**src/rtl/snake_pkg.sv**
```systemverilog
// shared game types; four segments and 7-bit wrapping coordinates are fixed here
package snake_pkg;

    typedef logic [6:0] coord_t;  // wraps modulo 128

    typedef struct packed {
        coord_t x;
        coord_t y;
    } cell_t;

    localparam int unsigned SEG_COUNT = 4;

    typedef logic [$clog2(SEG_COUNT)-1:0] seg_idx_t;

    typedef cell_t [SEG_COUNT-1:0] body_t;  // indexed by slot

    typedef logic [7:0] scan_code_t;

    localparam scan_code_t CODE_START  = 8'h1B;
    localparam scan_code_t CODE_ESC    = 8'h76;
    localparam scan_code_t CODE_PAUSE  = 8'h4D;
    localparam scan_code_t CODE_RESUME = 8'h2D;
    localparam scan_code_t CODE_UP     = 8'h75;
    localparam scan_code_t CODE_DOWN   = 8'h72;
    localparam scan_code_t CODE_RIGHT  = 8'h74;
    localparam scan_code_t CODE_LEFT   = 8'h6B;

    typedef enum logic [3:0] {
        cmd_none   = 4'd0,
        cmd_start  = 4'd1,
        cmd_esc    = 4'd2,
        cmd_pause  = 4'd3,
        cmd_resume = 4'd4,
        cmd_up     = 4'd5,
        cmd_down   = 4'd6,
        cmd_left   = 4'd7,
        cmd_right  = 4'd8
    } key_cmd_e;

    typedef enum logic [2:0] {
        mode_idle   = 3'd0,
        mode_init   = 3'd1,
        mode_run    = 3'd2,
        mode_paused = 3'd3,
        mode_blank  = 3'd4  // display dark
    } game_mode_e;

    typedef enum logic [1:0] {
        head_up    = 2'd0,
        head_down  = 2'd1,
        head_left  = 2'd2,
        head_right = 2'd3
    } heading_e;

    typedef struct packed {
        logic     load;     // start layout
        logic     step;     // advance one cell
        heading_e heading;
    } move_req_t;

    // rows of the two fixed layouts, slot i sits at x = i
    localparam coord_t IDLE_ROW = 7'd48;
    localparam coord_t INIT_ROW = 7'd23;

    localparam int unsigned TURN_LOCKOUT = 3;  // ticks

endpackage
```
**src/rtl/snake_top.sv**
```systemverilog
// game core only; scan codes come in parallel and the display blanks while mode is blank
`timescale 1ns/1ps

module snake_top #(
    parameter int unsigned TICK_DIV = 10_000_000  // main_clk cycles per game step
) (
    input  logic                  main_clk,
    input  logic                  rst,
    input  logic                  key_req,
    input  snake_pkg::scan_code_t key_code,
    output logic                  key_ack,
    output logic                  tick,
    output snake_pkg::game_mode_e game_mode,
    output snake_pkg::seg_idx_t   head_idx,
    output snake_pkg::body_t      body
);
    import snake_pkg::*;

    key_cmd_e  pending_cmd;
    move_req_t move_req;

    key_port u_key_port (
        .main_clk    (main_clk),
        .rst         (rst),
        .key_req     (key_req),
        .key_code    (key_code),
        .key_ack     (key_ack),
        .tick        (tick),
        .pending_cmd (pending_cmd)
    );

    tick_gen #(
        .TICK_DIV (TICK_DIV)
    ) u_tick_gen (
        .main_clk (main_clk),
        .rst      (rst),
        .tick     (tick)
    );

    game_ctrl u_game_ctrl (
        .main_clk    (main_clk),
        .rst         (rst),
        .tick        (tick),
        .pending_cmd (pending_cmd),
        .game_mode   (game_mode),
        .move_req    (move_req)
    );

    snake_body u_snake_body (
        .main_clk (main_clk),
        .rst      (rst),
        .tick     (tick),
        .move_req (move_req),
        .body     (body),
        .head_idx (head_idx)
    );

endmodule

```
**src/rtl/snake_body.sv**
```systemverilog
// four cells in a ring; the tail slot becomes the new head on each step, coordinates wrap at 128
`timescale 1ns/1ps

module snake_body (
    input  logic                 main_clk,
    input  logic                 rst,
    input  logic                 tick,
    input  snake_pkg::move_req_t move_req,
    output snake_pkg::body_t     body,
    output snake_pkg::seg_idx_t  head_idx
);
    import snake_pkg::*;

    body_t    cells;
    seg_idx_t head;
    seg_idx_t tail;
    cell_t    next_cell;

    function automatic body_t row_layout(input coord_t row);
        body_t b;
        for (int i = 0; i < SEG_COUNT; i++) begin
            b[i].x = coord_t'(i);
            b[i].y = row;
        end
        return b;
    endfunction

    always_comb begin
        next_cell = cells[head];
        case (move_req.heading)
            head_up:    next_cell.y = cells[head].y - coord_t'(1);
            head_down:  next_cell.y = cells[head].y + coord_t'(1);
            head_left:  next_cell.x = cells[head].x - coord_t'(1);
            default:    next_cell.x = cells[head].x + coord_t'(1);
        endcase
    end

    always_ff @(posedge main_clk) begin
        if (rst) begin
            cells <= row_layout(IDLE_ROW);
            head  <= seg_idx_t'(SEG_COUNT - 1);
            tail  <= '0;
        end else if (tick && move_req.load) begin
            cells <= row_layout(INIT_ROW);
            head  <= seg_idx_t'(SEG_COUNT - 1);
            tail  <= '0;
        end else if (tick && move_req.step) begin
            cells[tail] <= next_cell;  // old tail reused as head
            head        <= tail;
            tail        <= tail + seg_idx_t'(1);
        end
    end

    assign body     = cells;
    assign head_idx = head;

endmodule

```
**src/rtl/game_ctrl.sv**
```systemverilog
// mode FSM and heading advance only on tick; escape outranks start, turns lock out for three ticks
`timescale 1ns/1ps

module game_ctrl (
    input  logic                  main_clk,
    input  logic                  rst,
    input  logic                  tick,
    input  snake_pkg::key_cmd_e   pending_cmd,
    output snake_pkg::game_mode_e game_mode,
    output snake_pkg::move_req_t  move_req
);
    import snake_pkg::*;

    localparam int unsigned LOCK_W = $clog2(TURN_LOCKOUT + 1);

    game_mode_e         mode;
    heading_e           heading;
    logic [LOCK_W-1:0]  lockout;

    heading_e           cmd_heading;
    logic               is_turn;
    logic               turn_ok;
    logic               leave_run;

    function automatic logic is_vertical(input heading_e h);
        return (h == head_up) || (h == head_down);
    endfunction

    always_comb begin
        is_turn     = 1'b1;
        cmd_heading = heading;
        case (pending_cmd)
            cmd_up:    cmd_heading = head_up;
            cmd_down:  cmd_heading = head_down;
            cmd_left:  cmd_heading = head_left;
            cmd_right: cmd_heading = head_right;
            default:   is_turn = 1'b0;
        endcase
    end

    // parallel keys and reversals do nothing
    assign turn_ok = is_turn && (is_vertical(cmd_heading) != is_vertical(heading));

    assign leave_run = (pending_cmd == cmd_esc) || (pending_cmd == cmd_start);

    always_ff @(posedge main_clk) begin
        if (rst) begin
            mode    <= mode_idle;
            heading <= head_right;
            lockout <= '0;
        end else if (tick) begin
            if (pending_cmd == cmd_esc) begin
                mode <= mode_blank;
            end else if (pending_cmd == cmd_start) begin
                mode <= mode_init;
            end else begin
                case (mode)
                    mode_init: begin
                        mode    <= mode_run;
                        heading <= head_right;
                        lockout <= '0;
                    end
                    mode_run: begin
                        if (lockout != '0) begin
                            lockout <= lockout - LOCK_W'(1);  // pause and turns ignored
                        end else if (pending_cmd == cmd_pause) begin
                            mode <= mode_paused;
                        end else if (turn_ok) begin
                            heading <= cmd_heading;
                            lockout <= LOCK_W'(TURN_LOCKOUT);
                        end
                    end
                    mode_paused: begin
                        if (pending_cmd == cmd_resume) begin
                            mode <= mode_run;
                        end
                    end
                    default: begin
                        mode <= mode;  // idle and blank wait for start
                    end
                endcase
            end
        end
    end

    assign game_mode = mode;

    // a pending start raises load too, so the start layout lands on the tick entering init
    always_comb begin
        move_req.load    = (mode == mode_init) || (pending_cmd == cmd_start);
        move_req.step    = (mode == mode_run) && !leave_run;
        move_req.heading = heading;  // value before this tick's command
    end

endmodule

```
**src/rtl/tick_gen.sv**
```systemverilog
// one-cycle tick every TICK_DIV cycles, first one on cycle TICK_DIV after reset; TICK_DIV >= 2
`timescale 1ns/1ps

module tick_gen #(
    parameter int unsigned TICK_DIV = 16
) (
    input  logic main_clk,
    input  logic rst,
    output logic tick
);
    localparam int unsigned CNT_W = (TICK_DIV > 1) ? $clog2(TICK_DIV) : 1;

    logic [CNT_W-1:0] cnt;

    always_ff @(posedge main_clk) begin
        if (rst) begin
            cnt <= CNT_W'(TICK_DIV - 1);
        end else if (cnt == '0) begin
            cnt <= CNT_W'(TICK_DIV - 1);  // reload
        end else begin
            cnt <= cnt - CNT_W'(1);
        end
    end

    assign tick = (cnt == '0);

endmodule

```
**src/rtl/key_port.sv**
```systemverilog
// scan codes arrive parallel on a four-phase req/ack port; one pending command, newest wins
`timescale 1ns/1ps

module key_port (
    input  logic                  main_clk,
    input  logic                  rst,
    input  logic                  key_req,
    input  snake_pkg::scan_code_t key_code,
    output logic                  key_ack,
    input  logic                  tick,
    output snake_pkg::key_cmd_e   pending_cmd
);
    import snake_pkg::*;

    key_cmd_e decoded;
    logic     new_key;

    always_comb begin
        case (key_code)
            CODE_START:  decoded = cmd_start;
            CODE_ESC:    decoded = cmd_esc;
            CODE_PAUSE:  decoded = cmd_pause;
            CODE_RESUME: decoded = cmd_resume;
            CODE_UP:     decoded = cmd_up;
            CODE_DOWN:   decoded = cmd_down;
            CODE_LEFT:   decoded = cmd_left;
            CODE_RIGHT:  decoded = cmd_right;
            default:     decoded = cmd_none;  // acked, otherwise dropped
        endcase
    end

    assign new_key = key_req && !key_ack;  // first sample of a request

    // ack follows req one cycle late, which gives both edges of the handshake
    always_ff @(posedge main_clk) begin
        if (rst) begin
            key_ack <= 1'b0;
        end else begin
            key_ack <= key_req;
        end
    end

    always_ff @(posedge main_clk) begin
        if (rst) begin
            pending_cmd <= cmd_none;
        end else if (new_key && decoded != cmd_none) begin
            pending_cmd <= decoded;  // beats the tick clear
        end else if (tick) begin
            pending_cmd <= cmd_none;  // consumed by game_ctrl
        end
    end

endmodule

```
**config.mk**
```make
export PLATFORM = sky130hd
export DESIGN_NAME = snake_top
export DESIGN_NICKNAME = d
export VERILOG_FILES = /design/src/rtl/snake_pkg.sv /design/src/rtl/snake_top.sv /design/src/rtl/snake_body.sv /design/src/rtl/game_ctrl.sv /design/src/rtl/tick_gen.sv /design/src/rtl/key_port.sv
export SDC_FILE = /design/constraint.sdc
export NUM_CORES = 1
export LEC_CHECK = 0
export ABC_AREA = 1
export ABC_CLOCK_PERIOD_IN_PS = 7550
export BUFFER_PORTS_ARGS = -buffer_cell sky130_fd_sc_hd__buf_4
export CAP_MARGIN = 20
export CORE_ASPECT_RATIO = 1.75
export CORE_MARGIN = 2
export CORE_UTILIZATION = 65
export CTS_BUF_LIST = sky130_fd_sc_hd__clkbuf_8
export CTS_CLUSTER_DIAMETER = 120
export CTS_CLUSTER_SIZE = 16
export DETAILED_ROUTE_END_ITERATION = 10
export GPL_TIMING_DRIVEN = 0
export PLACE_DENSITY = 0.88
export SYNTH_ARGS = -nofsm -noshare
export SYNTH_HDL_FRONTEND = slang
export SYNTH_SLANG_ARGS = --single-unit
```
**constraint.sdc**
```tcl
create_clock -name main_clk -period 7.55 [get_ports main_clk]
set_input_delay 0.755 -clock main_clk [delete_from_list [all_inputs] [get_ports main_clk]]
set_output_delay 0.755 -clock main_clk [all_outputs]
set_load 0.01 [all_outputs]
```
# After elaboration in Yosys (flattened, before gate mapping)

Cells that the tools add are included.

Bits in registers: 96
Input bits: 11
Output and inout bits: 63
Logic and storage cells: 120

Add/subtract/negate cells: 7
Magnitude comparators: 3
Equality and inequality tests: 31
Muxes and demuxes: 28
Bitwise logic cells: 2
Reductions and logical operators: 29

Operators by type and width:

| kind                                                  | count |
|---|---|
| two-way mux 48 bit                                    | 2 |
| bitwise mux 56 bit                                    | 1 |
| equality test 8 x 7 -> 1 bit, second input constant   | 6 |
| one-hot mux 4 bit (8 select lines)                    | 1 |
| binary-select mux 14 bit (select 2 bit)               | 1 |
| demux 14 bit (select 2 bit)                           | 1 |
| two-way mux 14 bit                                    | 2 |
| one-hot mux 7 bit (2 select lines)                    | 2 |
| zero test 24 bit                                      | 1 |
| subtractor 24 x 1 -> 24 bit, second input constant    | 1 |
| equality test 4 x 3 -> 1 bit, second input constant   | 4 |
| two-way mux 3 bit                                     | 5 |
| adder 7 x 1 -> 7 bit, second input constant           | 2 |
| subtractor 7 x 1 -> 7 bit, second input constant      | 2 |
| two-way mux 2 bit                                     | 6 |
| one-hot mux 3 bit (3 select lines)                    | 1 |
| equality test 4 x 2 -> 1 bit, second input constant   | 2 |
| equality test 8 x 5 -> 1 bit, second input constant   | 1 |
| equality test 8 x 6 -> 1 bit, second input constant   | 1 |
| two-way mux 4 bit                                     | 2 |
| inequality test 4 x 1 -> 1 bit, second input constant | 2 |
| one-hot mux 2 bit (2 select lines)                    | 2 |
| one-hot mux 2 bit (4 select lines)                    | 1 |
| nonzero test 2 bit                                    | 4 |
| other kinds (29)                                      | 47 |

# Logic depth before layout (Yosys ltp)

Gate-level depths: netlist (run 1).

Word-level depth: 10
Depth in mapped cells: 20
Mapped depth without buffers: 17

# Hierarchy

A second synthesis (run 1) with hierarchy kept.

Cells, all modules: 882
Area total of the unflattened synthesis: 5868.1 sq um

By module, submodules not included:

| module     | times used | cells an instance | area an instance (sq um) | sequential area each (sq um) |
|---|---|---|---|---|
| snake_body | 1          | 526               | 3572.2                   | 1201.2 |
| tick_gen   | 1          | 189               | 1313.8                   | 480.5 |
| game_ctrl  | 1          | 94                | 584.3                    | 140.1 |
| key_port   | 1          | 73                | 397.9                    | 100.1 |

# Worst setup path after synthesis (run 1)

Ideal clock, no wire load.

Kind: register -> register
Start point: reg u_game_ctrl.heading[1]
End point: reg u_snake_body.cells (netlist bit u_snake_body.body[13])
Setup time: 0.109 ns
Data arrival time: 2.474 ns
Required time: 7.441 ns
Path slack: 4.967 ns
Cell stages (with the launch flop): 18
Buffers on the path: 2
Clock period less this slack: 2.583 ns
Path through: dfxtp_1 > buf_4 > inv_1 > buf_1 > nor2_1 > inv_1 > fa_1 > inv_1 > nand3_1 > nand2_1 > nand2_1 > nand2_1 > a21oi_1 > or2_2 > nand4_1 > nand3_1 > nand2_1 > inv_1

Longest elaborated chain between the ends: 4
Elaborated cells on any way between the ends: 6
Classes of those cells: eq/ne (2); mux (2); reduce/logical (2)

RTL lines:

| item                                                            | RTL line         | source |
|---|---|---|
| start: declaration                                              | game_ctrl.sv:17  | `heading_e heading;` |
| start signal: assignment                                        | game_ctrl.sv:49  | `heading <= head_right;` |
| start signal: assignment                                        | game_ctrl.sv:60  | `heading <= head_right;` |
| start signal: assignment                                        | game_ctrl.sv:69  | `heading <= cmd_heading;` |
| equality test 2 x 1 -> 1 bit or zero test 2 bit (tied branches) | snake_body.sv:30 | `case (move_req.heading)` |
| OR reduction 2 bit (no source line)                             | --               |  |
| one-hot mux 7 bit (2 select lines) (*)                          | snake_body.sv:30 |  |
| bitwise mux 56 bit (*)                                          | snake_body.sv:48 | `cells[tail] <= next_cell;` |
| end signal: assignment                                          | snake_body.sv:40 | `cells <= row_layout(IDLE_ROW);` |
| end signal: assignment                                          | snake_body.sv:44 | `cells <= row_layout(INIT_ROW);` |
| end signal: indexed assignment                                  | snake_body.sv:48 |  |
| end: declaration                                                | snake_body.sv:14 | `body_t cells;` |

Every way passes the cells marked *; elsewhere a longest branch is shown, timed or not.
A chain may end at the register's enable or synchronous reset.

# Worst setup path after layout (run 1)

Start point: reg u_snake_body.head[1], in the netlist u_snake_body.head_idx[1]
End point: reg u_snake_body.cells (netlist bit u_snake_body.body[13])

Longest elaborated chain between the ends: 5
Elaborated cells on any way between the ends: 6
Classes of those cells: add/sub (2); mux (4)

RTL lines:

| item                                                              | RTL line                                             | source |
|---|---|---|
| start: declaration                                                | snake_body.sv:15                                     | `seg_idx_t head;` |
| start signal: assignment                                          | snake_body.sv:41                                     | `head <= seg_idx_t'(SEG_COUNT - 1);` |
| start signal: assignment                                          | snake_body.sv:45                                     | `head <= seg_idx_t'(SEG_COUNT - 1);` |
| start signal: assignment                                          | snake_body.sv:49                                     | `head <= tail;` |
| binary-select mux 14 bit (select 2 bit) (*)                       | snake_body.sv:29, snake_body.sv:33, snake_body.sv:34 |  |
| two-way mux 14 bit (not written as such) (*)                      | snake_body.sv:29, snake_body.sv:33, snake_body.sv:34 |  |
| adder 7 x 1 -> 7 bit or subtractor 7 x 1 -> 7 bit (tied branches) | snake_body.sv:34, snake_body.sv:33                   |  |
| one-hot mux 7 bit (2 select lines) (*)                            | snake_body.sv:30                                     |  |
| bitwise mux 56 bit (*)                                            | snake_body.sv:48                                     |  |

Every way passes the cells marked *; elsewhere a longest branch is shown, timed or not. The select of a mux whose other input is x is not followed.

==> flow_metrics.env, run 1 <==
export IMPL_fillCellCount=653
export IMPL_clk_latency_ns=0.38
export IMPL_synth_edff_count=0
export IMPL_stdcell_count=1001
export IMPL_drc=0
export IMPL_cts_root_buffer="clkbuf_8"
export IMPL_ir_drop_mv=0.116
export IMPL_finClkSkew_ns=0.00954
export IMPL_cts_resized_gates=0
export IMPL_tightest_slew_ns=0.612
export IMPL_ys_seq_area_share_pct=34.7
export IMPL_routabilityCongestion=1.04
export IMPL_clk_pin_slew_worst_paths_ns=0.09
export IMPL_vias_per_cell=5.76
export IMPL_dp_cells=985
export IMPL_finalCriticalPeriod_ns=3.14
export IMPL_final_seq_area_mm2=0.00192
export IMPL_synthXorXnorAreaFrac_pct=1.74
export IMPL_start_util_pct=66.7
export IMPL_synth_top_family_by_area="simple AND/OR/NAND/NOR gates"
export IMPL_yosysTopAreaCellShare_pct=34.7
export IMPL_syn_to_final_growth_pct=16.3
export IMPL_ys_warnings_count=0
export IMPL_synth_cell_type_count=54
export IMPL_worst_path_max_fanout=10
export IMPL_syn_inst=798
export IMPL_endpoint_kind="register"
export IMPL_startpoint_type="register"
export IMPL_cp_required_ns=7.84
export IMPL_post_dp_hpwl_mm=12.0
export IMPL_syn_area_mm2=0.00554
export IMPL_power_density_mw_per_mm2=141
export IMPL_layout_drive_gt1_share_pct=17.9
export IMPL_cp_num_buf_inv=3
export IMPL_wire_per_inst_um=15.9
export IMPL_cts_sinks=96
export IMPL_drtIter0Drc=470
export IMPL_rsz0062_at_grt="no"
export IMPL_nNetsFinal=910
export IMPL_yosysTopAreaCell="dfxtp_1"
export IMPL_hold_class="reg2reg"
export IMPL_dieArea_mm2=0.00931
export IMPL_synth_adder_area_share_pct=4.33
export IMPL_grt_pass1_vias=5631
export IMPL_path_common_cell="nand2_1"
export IMPL_cts_hold_buffers_added=0
export IMPL_antenna_diode_count=0
export IMPL_period_share_pct=41.6
export IMPL_grt_max_degree=17
export IMPL_async_reset_ff_share_pct=0
export IMPL_synthMuxAreaShare_pct=0
export IMPL_critPathSlowestCell="clkbuf_1"
export IMPL_io_buffer_count=72
export IMPL_relSlewSlack_pct=59.1
export IMPL_crit_type="reg2reg"
export IMPL_synth_nets=827
export IMPL_grt_usage_pct=34.6
export IMPL_ys_seq_elements=96
export IMPL_cts_buffers=9
export IMPL_die_h_um=126
export IMPL_wl_mm=15.9
export IMPL_crit_chain="inv_1, clkbuf_1, o21ai_0, o22ai_1, ha_1, a21oi_1, nand2_1, nand2_1, nand2_1, a21oi_1, or2_2, nand3_1, nand2_1, nand3_1, nand2_1, inv_1"
export IMPL_slew_viol_final=0
export IMPL_rrSetupSlack_ns=4.41
export IMPL_dr_total_vias=5768
export IMPL_die_w_um=73.8
export IMPL_p_leak_nw=3.09
export IMPL_synth_compound_area_share_pct=16.5
export IMPL_antenna_left=0
export IMPL_dr_pass1_iters=7
export IMPL_outcome="completed"
export IMPL_arrival_ns=3.43
export IMPL_ys_flop_type="dfxtp_1"
export IMPL_antenna_found_initial=0
export IMPL_setup_viol=0
export IMPL_cap_violations=0
export IMPL_rows=44
export IMPL_synth_simple_area_share_pct=32.1
export IMPL_post_cts_setup_buffers=0
export IMPL_cts_tree="done"
export IMPL_fmax_ghz=0.318
export IMPL_cts_buffer_depth=2
export IMPL_htreeDepth=3
export IMPL_io_pins=74
export IMPL_final_setup_tns_ns=0
export IMPL_grt_pass1_wl_mm=25.3
export IMPL_overflow=0
export IMPL_yosys_top_cells_area="dfxtp_1 (35%), nand2_1 (9.2%), nor2_1 (7.6%)"
export IMPL_critPathTopFamily="buffers and inverters"
export IMPL_coreArea_mm2=0.00831
export IMPL_cpPeakStageDelay_ns=0.52
export IMPL_synth_avg_cell_area_um2=6.95
export IMPL_multiInputGateArea_mm2=0.00303
export IMPL_finalHoldViolations=0
-- logic make-up after synthesis --
| group | after synthesis |
|---|---|
| AOI/OAI and AO/OA | 166 |
| xor gates and xnor gates | 11 |
| adders and majority gates | 18 |
| buffers and inverters | 131 |
| DFF | 96 |
| and+or+nand+nor | 376 |
-- per-stage QoR --
stage	util (%)	worst slack, ns	total power (W)	hold WS, ns	cell area (µm²)
6_report	77.6	4.41	0.000911	0.422	6450
5_1_grt	77.6	4.10	0.000935	0.446	6450
4_1_cts	77.6	4.48	0.000912	0.426	6450
3_5_place_dp	74.9	4.51	0.000549	0.402	6230
3_3_place_gp	74.9	4.54	0.000548	0.397	6230
2_1_floorplan	-	4.97	0.000538	0.380	5540
-- per-layer routing --
layer	part of all wire, %	routed length (µm)	vias to the layer above	global-route usage [%]
met5	0	0	-	0
met2	53	8490	263	62.4
met4	6.1	979	0	22.5
met1	34	5410	2634	33.8
met3	6.6	1060	82	7.36
li1	-	-	2789	-
-- sequential cells by signal (all words and copies together) (netlist names) --
signal and cells:
u_game_ctrl.game_mode 3, u_snake_body.tail 2, u_key_port.key_ack 1, u_key_port.pending_cmd 4, u_snake_body.head_idx 2, u_game_ctrl.lockout 2, u_game_ctrl.heading 2, u_tick_gen.cnt 24
u_snake_body.body 56
-- final timing paths --
| check | start | endpoint | cells past startpoint |
|---|---|---|---|
| setup / recovery | u_snake_body.head_idx[1] | u_snake_body.body[13] | 16 |
| hold / removal | u_tick_gen.cnt[0] | u_tick_gen.cnt[0] | 1 |
| setup reg to reg | u_snake_body.head_idx[1] | u_snake_body.body[13] | 16 |
| hold reg to reg | u_tick_gen.cnt[0] | u_tick_gen.cnt[0] | 1 |
-- Yosys cell counts (6+ instances only) --
cell type  instances
xor2_1             8
or2_2              6
o21ai_1            7
inv_2             11
ha_1              16
dfxtp_1           96
nor2_1           112
nand4_1           11
o21ai_0           72
buf_6              7
nor2_2             9
o22ai_1            7
nand3_1           66
a21oi_1           58
inv_1             93
nand2_2            7
nand2_1          136
-- cell usage in the layout, fill, tap and decap left out, drive strengths merged --
cell type	n
o21a	1
o22ai	7
xor2	8
a32o	2
buf	91
o21ai	80
xnor2	3
bufinv	2
nand4	11
a21oi	58
or2	6
inv	107
dfxtp	96
a211oi	3
ha	16
nor3b	2
a221oi	1
fa	2
nand3b	2
clkbuf	15
o211ai	5
clkinv	2
nand3	69
nand2	149
o311ai	1
or3	1
a21o	2
clkinvlp	2
nor4	6
o21bai	2
nor3	7
a31oi	4
nor2	123
-- area by class of cell --
type | instances | share of cell area (%)
Multi-Input combinational cell | 571 | 47.0
Sequential cell | 96 | 29.8
Timing Repair Buffer | 72 | 8.38
Inverter | 106 | 6.25
Buffer | 25 | 2.91
Tap cell | 115 | 2.23
Clock buffer | 9 | 1.92
Clock inverter | 7 | 1.49
-- worst register-to-register path, cell delays in order (launching register included) --
cell      delay, ns
dfxtp_1        0.37
inv_1          0.28
clkbuf_1       0.52
o21ai_0        0.20
o22ai_1        0.24
ha_1           0.34
a21oi_1        0.19
nand2_1        0.08
nand2_1        0.08
nand2_1        0.06
a21oi_1        0.15
or2_2          0.14
nand3_1        0.06
nand2_1        0.11
nand3_1        0.12
nand2_1        0.10
inv_1          0.04
-- power by group --
group / switching [W] / internal, W / total (W)
logic: 0.0000191 / 0.00000964 / 0.0000288
registers: 0.00000126 / 0.000508 / 0.000509
clock network: 0.000187 / 0.000187 / 0.000374
(Power assumes the default switching activity.)
==> run 2: changes to the inputs <==
--- a/config.mk
+++ b/config.mk
@@ -5,19 +5,19 @@
 export SDC_FILE = /design/constraint.sdc
 export NUM_CORES = 1
 export LEC_CHECK = 0
-export ABC_AREA = 1
-export ABC_CLOCK_PERIOD_IN_PS = 7550
+export ABC_AREA = 0
+export ABC_CLOCK_PERIOD_IN_PS = 2700
 export BUFFER_PORTS_ARGS = -buffer_cell sky130_fd_sc_hd__buf_4
 export CAP_MARGIN = 20
 export CORE_ASPECT_RATIO = 1.75
 export CORE_MARGIN = 2
-export CORE_UTILIZATION = 65
+export CORE_UTILIZATION = 54
 export CTS_BUF_LIST = sky130_fd_sc_hd__clkbuf_8
 export CTS_CLUSTER_DIAMETER = 120
 export CTS_CLUSTER_SIZE = 16
 export DETAILED_ROUTE_END_ITERATION = 10
 export GPL_TIMING_DRIVEN = 0
-export PLACE_DENSITY = 0.88
+export PLACE_DENSITY = 0.79
 export SYNTH_ARGS = -nofsm -noshare
 export SYNTH_HDL_FRONTEND = slang
 export SYNTH_SLANG_ARGS = --single-unit
==> constraint.sdc (replaced) <==
create_clock -name main_clk -period 2.7 [get_ports main_clk]
set_input_delay 0.27 -clock main_clk [delete_from_list [all_inputs] [get_ports main_clk]]
set_output_delay 0.27 -clock main_clk [all_outputs]
set_load 0.01 [all_outputs]
==> run 2 against run 1 <==
- the run now ends with setup timing left
- clock skew increased by 0.0027 ns
- sequential share of layout area fell by 0.80 points
- synthesized area shrank 5.9%
- sequential power grew to 2.8 times the previous value
- worst hold slack worse by 0.29 ns
- register-to-register slack got worse by 4.5 ns
- final cell count down 18%
- sequential cell count unchanged
- power grew to 2.9 times the previous value
- synthesized cell count is 25% lower
- setup slack got worse by 4.5 ns
- via count decreased by 13%
- largest power group unchanged
==> flow_metrics.env, run 2 <==
export IMPL_synthXorXnorAreaFrac_pct=5.21
export IMPL_synth_nets=626
export IMPL_grt_pass1_wl_mm=23.7
export IMPL_wl_mm=15.9
export IMPL_post_route_cell_area_mm2=0.00664
export IMPL_arrival_ns=3.11
export IMPL_hold_class="in2reg"
export IMPL_io_buffer_count=72
export IMPL_async_reset_ff_share_pct=0
export IMPL_ir_drop_mv=0.343
export IMPL_cts_hold_buffers_added=0
export IMPL_tightest_slew_ns=0.683
export IMPL_cpPeakStageDelay_ns=0.55
export IMPL_drtIter0Drc=604
export IMPL_syn_inst=597
export IMPL_fin_ws_ns=-0.135
export IMPL_worstHoldStart="key_req"
export IMPL_antenna_left=0
export IMPL_violations="setup timing"
export IMPL_synth_cell_type_count=69
export IMPL_synth_avg_cell_area_um2=8.74
export IMPL_cts_tree="done"
export IMPL_crit_chain="buf_8, buf_12, mux4_2, ha_2, or4_4, a21o_1, o2111ai_1, or3b_4, nand2_2, a21oi_2"
export IMPL_slew_viol_final=0
export IMPL_yosysTopAreaCell="dfxtp_1"
export IMPL_multiInputGateArea_mm2=0.00339
export IMPL_p_seq_share_pct=54.4
export IMPL_finClkSkew_ns=0.0122
export IMPL_largest_register_ffs=56
export IMPL_syn_area_mm2=0.00522
export IMPL_combPwrFrac_pct=2.9
export IMPL_cts_root_buffer="clkbuf_8"
export IMPL_stdcell_count=820
export IMPL_cts_buffer_depth=2
export IMPL_setup_viol=20
export IMPL_grt_max_degree=16
export IMPL_htreeDepth=3
export IMPL_yosys_top_cells_area="dfxtp_1 (37%), mux4_2 (6.0%), nand2_1 (5.5%)"
export IMPL_cts_sinks=96
export IMPL_clk_latency_ns=0.39
export IMPL_finalCriticalPeriod_ns=2.84
export IMPL_ys_seq_elements=96
export IMPL_ys_flop_type="dfxtp_1"
export IMPL_cp_required_ns=2.98
export IMPL_dp_cells=791
export IMPL_antenna_diode_count=0
export IMPL_whs_path_depth=2
export IMPL_r2r_cells=10
export IMPL_yosys_top_cells_count="dfxtp_1 (96), nand2_1 (76), nor2_1 (63)"
export IMPL_final_seq_area_mm2=0.00192
export IMPL_synth_compound_area_share_pct=17.8
export IMPL_mostFrequentLayoutCell="dfxtp_1"
export IMPL_rrSetupSlack_ns=-0.14
export IMPL_yosysTopAreaCellShare_pct=36.8
export IMPL_wire_per_inst_um=19.4
export IMPL_syn_to_final_growth_pct=27.2
export IMPL_power_density_mw_per_mm2=394
export IMPL_rows=47
export IMPL_die_w_um=78.3
export IMPL_p_sw_w=0.000575
export IMPL_fmax_ghz=0.353
export IMPL_vias_per_cell=6.14
export IMPL_start_util_pct=55.4
export IMPL_synthMuxAreaShare_pct=7.39
export IMPL_synth_adder_area_share_pct=4.80
export IMPL_worst_path_max_fanout=5
export IMPL_overflow=0
export IMPL_mostFrequentLayoutCells="dfxtp_1 (94), buf_4 (85), nand2_1 (73)"
export IMPL_nNetsFinal=722
export IMPL_routabilityCongestion=0.936
export IMPL_endpoint_kind="register"
export IMPL_place_area_mm2=0.00595
export IMPL_grt_usage_pct=28.9
export IMPL_power_internal_w=0.00204
export IMPL_p_leak_nw=2.42
export IMPL_crit_start="u_snake_body.head_idx[0]"
export IMPL_antenna_found_initial=0
export IMPL_synth_edff_count=0
export IMPL_ys_warnings_count=0
export IMPL_ys_seq_area_share_pct=36.8
export IMPL_critPathSlowestCell="mux4_2"
export IMPL_crit_type="reg2reg"
export IMPL_clk_pin_slew_worst_paths_ns=0.10
export IMPL_coreArea_mm2=0.00941
export IMPL_startpoint_type="register"
export IMPL_dieArea_mm2=0.0105
export IMPL_rsz0062_at_grt="yes"
export IMPL_synth_simple_area_share_pct=23.8
export IMPL_synth_most_common_cell="dfxtp_1"
export IMPL_pwr_share_clk_pct=42.7
export IMPL_post_dp_hpwl_mm=10.8
export IMPL_final_util_pct=70.5
export IMPL_cts_buffers=9
export IMPL_outcome="complete, but fails checks"
export IMPL_drc=0
export IMPL_finalHoldViolations=0
export IMPL_grt_pass1_vias=4905
export IMPL_p_sw_share_pct=21.9
export IMPL_reg2reg_from="u_snake_body.head_idx[0]"
export IMPL_relSlewSlack_pct=54.5
export IMPL_period_share_pct=105
export IMPL_fillCellCount=736
export IMPL_io_pins=74
export IMPL_synth_top_family_by_area="simple AND/OR/NAND/NOR gates"
export IMPL_layout_drive_gt1_share_pct=28.8
export IMPL_dr_total_vias=5038
export IMPL_die_h_um=134
export IMPL_cap_violations=0
export IMPL_dr_pass1_iters=6
==> run 2: power groups by stage <==
stage	clock (W)	sequential (W)	combinational, W
after floorplan	0	0.00146	0.0000424
after global placement	0	0.00146	0.0000713
after detailed placement	0	0.00146	0.0000734
after CTS	0.00113	0.00142	0.0000739
after global routing	0.00118	0.00142	0.0000827
final	0.00112	0.00142	0.0000761
==> run 2: timing repair <==
action                                  CTS  global route
gates resized for setup                  18            52
pin swaps                                 4            18
hold endpoints to repair                  0             0
buffers inserted                          7             7
cloned                                    1             0
endpoints found under the setup margin   30            36
==> run 2: layer usage <==
layer / GRT usage [%] / up-vias / part of all wire [%]
met4: 18.1 / 0 / 6.7
met2: 52.7 / 227 / 52
li1: - / 2357 / -
met1: 30.2 / 2371 / 35
met5: 0 / - / 0
met3: 4.58 / 83 / 6.1
==> run 2: per-stage QoR <==
step | setup TNS (ns) | worst slack (ns) | power [W] | hold slack [ns]
after global placement | -6.92 | -0.339 | 0.00153 | 0.400
after global routing | -2.76 | -0.181 | 0.00269 | 0.130
after CTS | -0.357 | -0.0913 | 0.00263 | 0.115
final | -0.799 | -0.135 | 0.00262 | 0.131
after detailed placement | -8.16 | -0.390 | 0.00153 | 0.409
after floorplan | -0.0392 | -0.00991 | 0.00150 | 0.384
==> run 2: critical path, delay by kind of cell (launching register included) <==
family                     cells  cell delay (ns)
adders and majority gates      1             0.23
DFF                            1             0.36
AOI/OAI and AO/OA              3             0.32
muxes                          1             0.55
and+or+nand+nor                3             1.00
buffers and inverters          2             0.24
==> run 2: logic make-up (layout without fill, tap and decap cells) <==
kind of cell | after synthesis | in the layout
compound gates | 135 | 135
xor+xnor | 31 | 31
fa+ha+maj | 19 | 19
buf+inv | 50 | 151
flops | 96 | 96
mux | 21 | 21
simple gates | 245 | 245
==> run 2: path summary, 6_finish.rpt <==
| kind | endpoint |
|---|---|
| setup / recovery | u_snake_body.body[12] |
| hold / removal | u_key_port.key_ack |
| hold reg to reg | u_tick_gen.cnt[0] |
| setup reg to reg | u_snake_body.body[12] |
==> run 2: layout make-up <==
type,count,share of cell area (%)
repair buffers,86,10.2
clock buffers,12,2.49
plain buffers,29,2.60
well taps,122,2.30
multi-input cells,451,51.1
inverters,20,1.21
flip-flops and latches,96,29.0
clock inverters,4,1.13
==> run 3: changes to the inputs <==
--- a/config.mk
+++ b/config.mk
@@ -18,6 +18,8 @@
 export DETAILED_ROUTE_END_ITERATION = 10
 export GPL_TIMING_DRIVEN = 0
 export PLACE_DENSITY = 0.79
+export SKIP_LAST_GASP = 1
+export SLEW_MARGIN = 20
 export SYNTH_ARGS = -nofsm -noshare
 export SYNTH_HDL_FRONTEND = slang
 export SYNTH_SLANG_ARGS = --single-unit
==> run 3 against run 2 <==
- the run still ends with setup timing left
- design area did not move
- die area unchanged
- non-clock buffer count stayed put
- fmax is 0.15% lower
- clock power about the same
- critical path type unchanged
==> flow_metrics.env, run 3 (synthesis gave the netlist of run 2 again) <==
export IMPL_worst_path_max_fanout=5
export IMPL_violations="setup timing"
export IMPL_start_util_pct=55.4
export IMPL_dp_slack_ns=-0.390
export IMPL_crit_start="u_snake_body.head_idx[0]"
export IMPL_io_buffer_count=72
export IMPL_grt_pass1_wl_mm=23.7
export IMPL_dr_pass1_iters=5
export IMPL_combPwrFrac_pct=2.9
export IMPL_p_sw_w=0.000574
export IMPL_mostFrequentLayoutCells="dfxtp_1 (94), buf_4 (85), nand2_1 (73)"
export IMPL_cts_tree="done"
export IMPL_fin_ws_ns=-0.140
export IMPL_relSlewSlack_pct=54.7
export IMPL_grt_max_degree=16
export IMPL_rows=47
export IMPL_startpoint_type="register"
export IMPL_drc=0
export IMPL_slew_viol_final=0
export IMPL_cts_hold_buffers_added=0
export IMPL_coreArea_mm2=0.00941
export IMPL_cp_endpoint="u_snake_body.body[12]"
export IMPL_htreeDepth=3
export IMPL_wire_per_inst_um=19.3
export IMPL_cts_buffer_depth=2
export IMPL_mostFrequentLayoutCell="dfxtp_1"
export IMPL_grt_pass1_vias=4905
export IMPL_fillCellCount=736
export IMPL_power_density_mw_per_mm2=394
export IMPL_outcome="complete, but fails checks"
export IMPL_ir_drop_mv=0.343
export IMPL_finalHoldViolations=0
export IMPL_period_share_pct=105
export IMPL_pwr_share_clk_pct=42.7
export IMPL_power_internal_w=0.00204
export IMPL_grt_usage_pct=28.9
export IMPL_clk_pin_slew_worst_paths_ns=0.10
export IMPL_largest_register_ffs=56
export IMPL_p_leak_nw=2.42
export IMPL_dp_cells=791
export IMPL_crit_type="reg2reg"
export IMPL_antenna_diode_count=0
export IMPL_wl_mm=15.8
export IMPL_rrSetupSlack_ns=-0.14
export IMPL_fmax_ghz=0.352
export IMPL_setup_viol=22
export IMPL_cts_root_buffer="clkbuf_8"
export IMPL_cap_violations=0
export IMPL_hold_slack_ns=0.132
export IMPL_syn_to_final_growth_pct=27.2
export IMPL_overflow=0
export IMPL_io_pins=74
export IMPL_layout_drive_gt1_share_pct=28.8
export IMPL_hold_class="in2reg"
export IMPL_vias_per_cell=6.19
export IMPL_post_dp_hpwl_mm=10.8
export IMPL_antenna_left=0
export IMPL_cts_sinks=96
export IMPL_routabilityCongestion=0.936
export IMPL_p_sw_share_pct=21.9
export IMPL_r2r_end="u_snake_body.body[12]"
export IMPL_reg2reg_from="u_snake_body.head_idx[0]"
export IMPL_cts_buffers=9
export IMPL_antenna_found_initial=0
export IMPL_die_h_um=134
export IMPL_finalCriticalPeriod_ns=2.84
export IMPL_arrival_ns=3.12
export IMPL_dr_total_vias=5073
export IMPL_finClkSkew_ns=0.0109
export IMPL_drtIter0Drc=580
export IMPL_r2r_cells=10
export IMPL_clk_latency_ns=0.39
export IMPL_die_w_um=78.3
export IMPL_cp_required_ns=2.98
export IMPL_tightest_slew_ns=0.677
export IMPL_endpoint_kind="register"
export IMPL_dieArea_mm2=0.0105
export IMPL_p_seq_share_pct=54.4
export IMPL_rsz0062_at_grt="yes"
export IMPL_stdcell_count=820
export IMPL_nNetsFinal=722
[run 3: cell counts in the layout (fill, tap and decap cells not counted)]
No cell type changed its count.
[run 3: how the worst min path moves through the flow]
stage,from,endpoint,slack [ns],depth (start not counted)
detailed placement,u_tick_gen.cnt[0],u_tick_gen.cnt[0],0.41,1
global placement,u_tick_gen.cnt[0],u_tick_gen.cnt[0],0.40,1
finish,key_req,u_key_port.key_ack,0.13,2
global route,key_req,u_key_port.key_ack,0.13,2
CTS,key_req,u_key_port.key_ack,0.12,2
floorplan,u_tick_gen.cnt[0],u_tick_gen.cnt[0],0.38,1
[run 3: what timing repair did]
action / CTS / global route
resized for setup: 18 / 52
buffers inserted: 7 / 7
setup endpoints to repair: 30 / 36
gates cloned: 1 / 0
pin swaps: 4 / 17
[run 3: metal layers]
layer,up-vias,track usage (%),share of wire [%]
li1,2353,-,-
met1,2400,30.2,35
met2,237,52.7,53
met3,83,4.58,6.0
met4,0,18.1,6.7
met5,-,0,0
[run 3: final cells by class]
cell class,count,area [µm²],share of cell area [%]
Timing Repair Buffer,86,674,10.2
Sequential cell,96,1920,29.0
Clock inverter,4,75.1,1.13
Tap cell,122,153,2.30
Buffer,29,173,2.60
Inverter,20,80.1,1.21
Clock buffer,12,165,2.49
Multi-Input combinational cell,451,3390,51.1
[run 3: critical path, stage by stage, from the launching register on]
cell and delay [ns]:
dfxtp_2 0.36, buf_8 0.12, buf_12 0.13, mux4_2 0.55, ha_2 0.23, or4_4 0.48, a21o_1 0.19, o2111ai_1 0.08
or3b_4 0.44, nand2_2 0.09, a21oi_2 0.05
[run 3: metrics by stage]
step | setup TNS, ns | total power, W | area [µm²] | util [%]
2_1_floorplan | -0.0392 | 0.00150 | 5250 | -
3_3_place_gp | -6.92 | 0.00153 | 5950 | 63.2
3_5_place_dp | -8.16 | 0.00153 | 5950 | 63.2
4_1_cts | -0.357 | 0.00263 | 6340 | 67.4
5_1_grt | -2.78 | 0.00269 | 6640 | 70.5
6_report | -0.949 | 0.00262 | 6640 | 70.5
[run 3: power groups by stage]
| stage | combinational, W | clock (W) | sequential [W] |
|---|---|---|---|
| floorplan | 0.0000424 | 0 | 0.00146 |
| global placement | 0.0000713 | 0 | 0.00146 |
| detailed placement | 0.0000734 | 0 | 0.00146 |
| CTS | 0.0000739 | 0.00113 | 0.00142 |
| global route | 0.0000827 | 0.00118 | 0.00142 |
| finish | 0.0000762 | 0.00112 | 0.00142 |
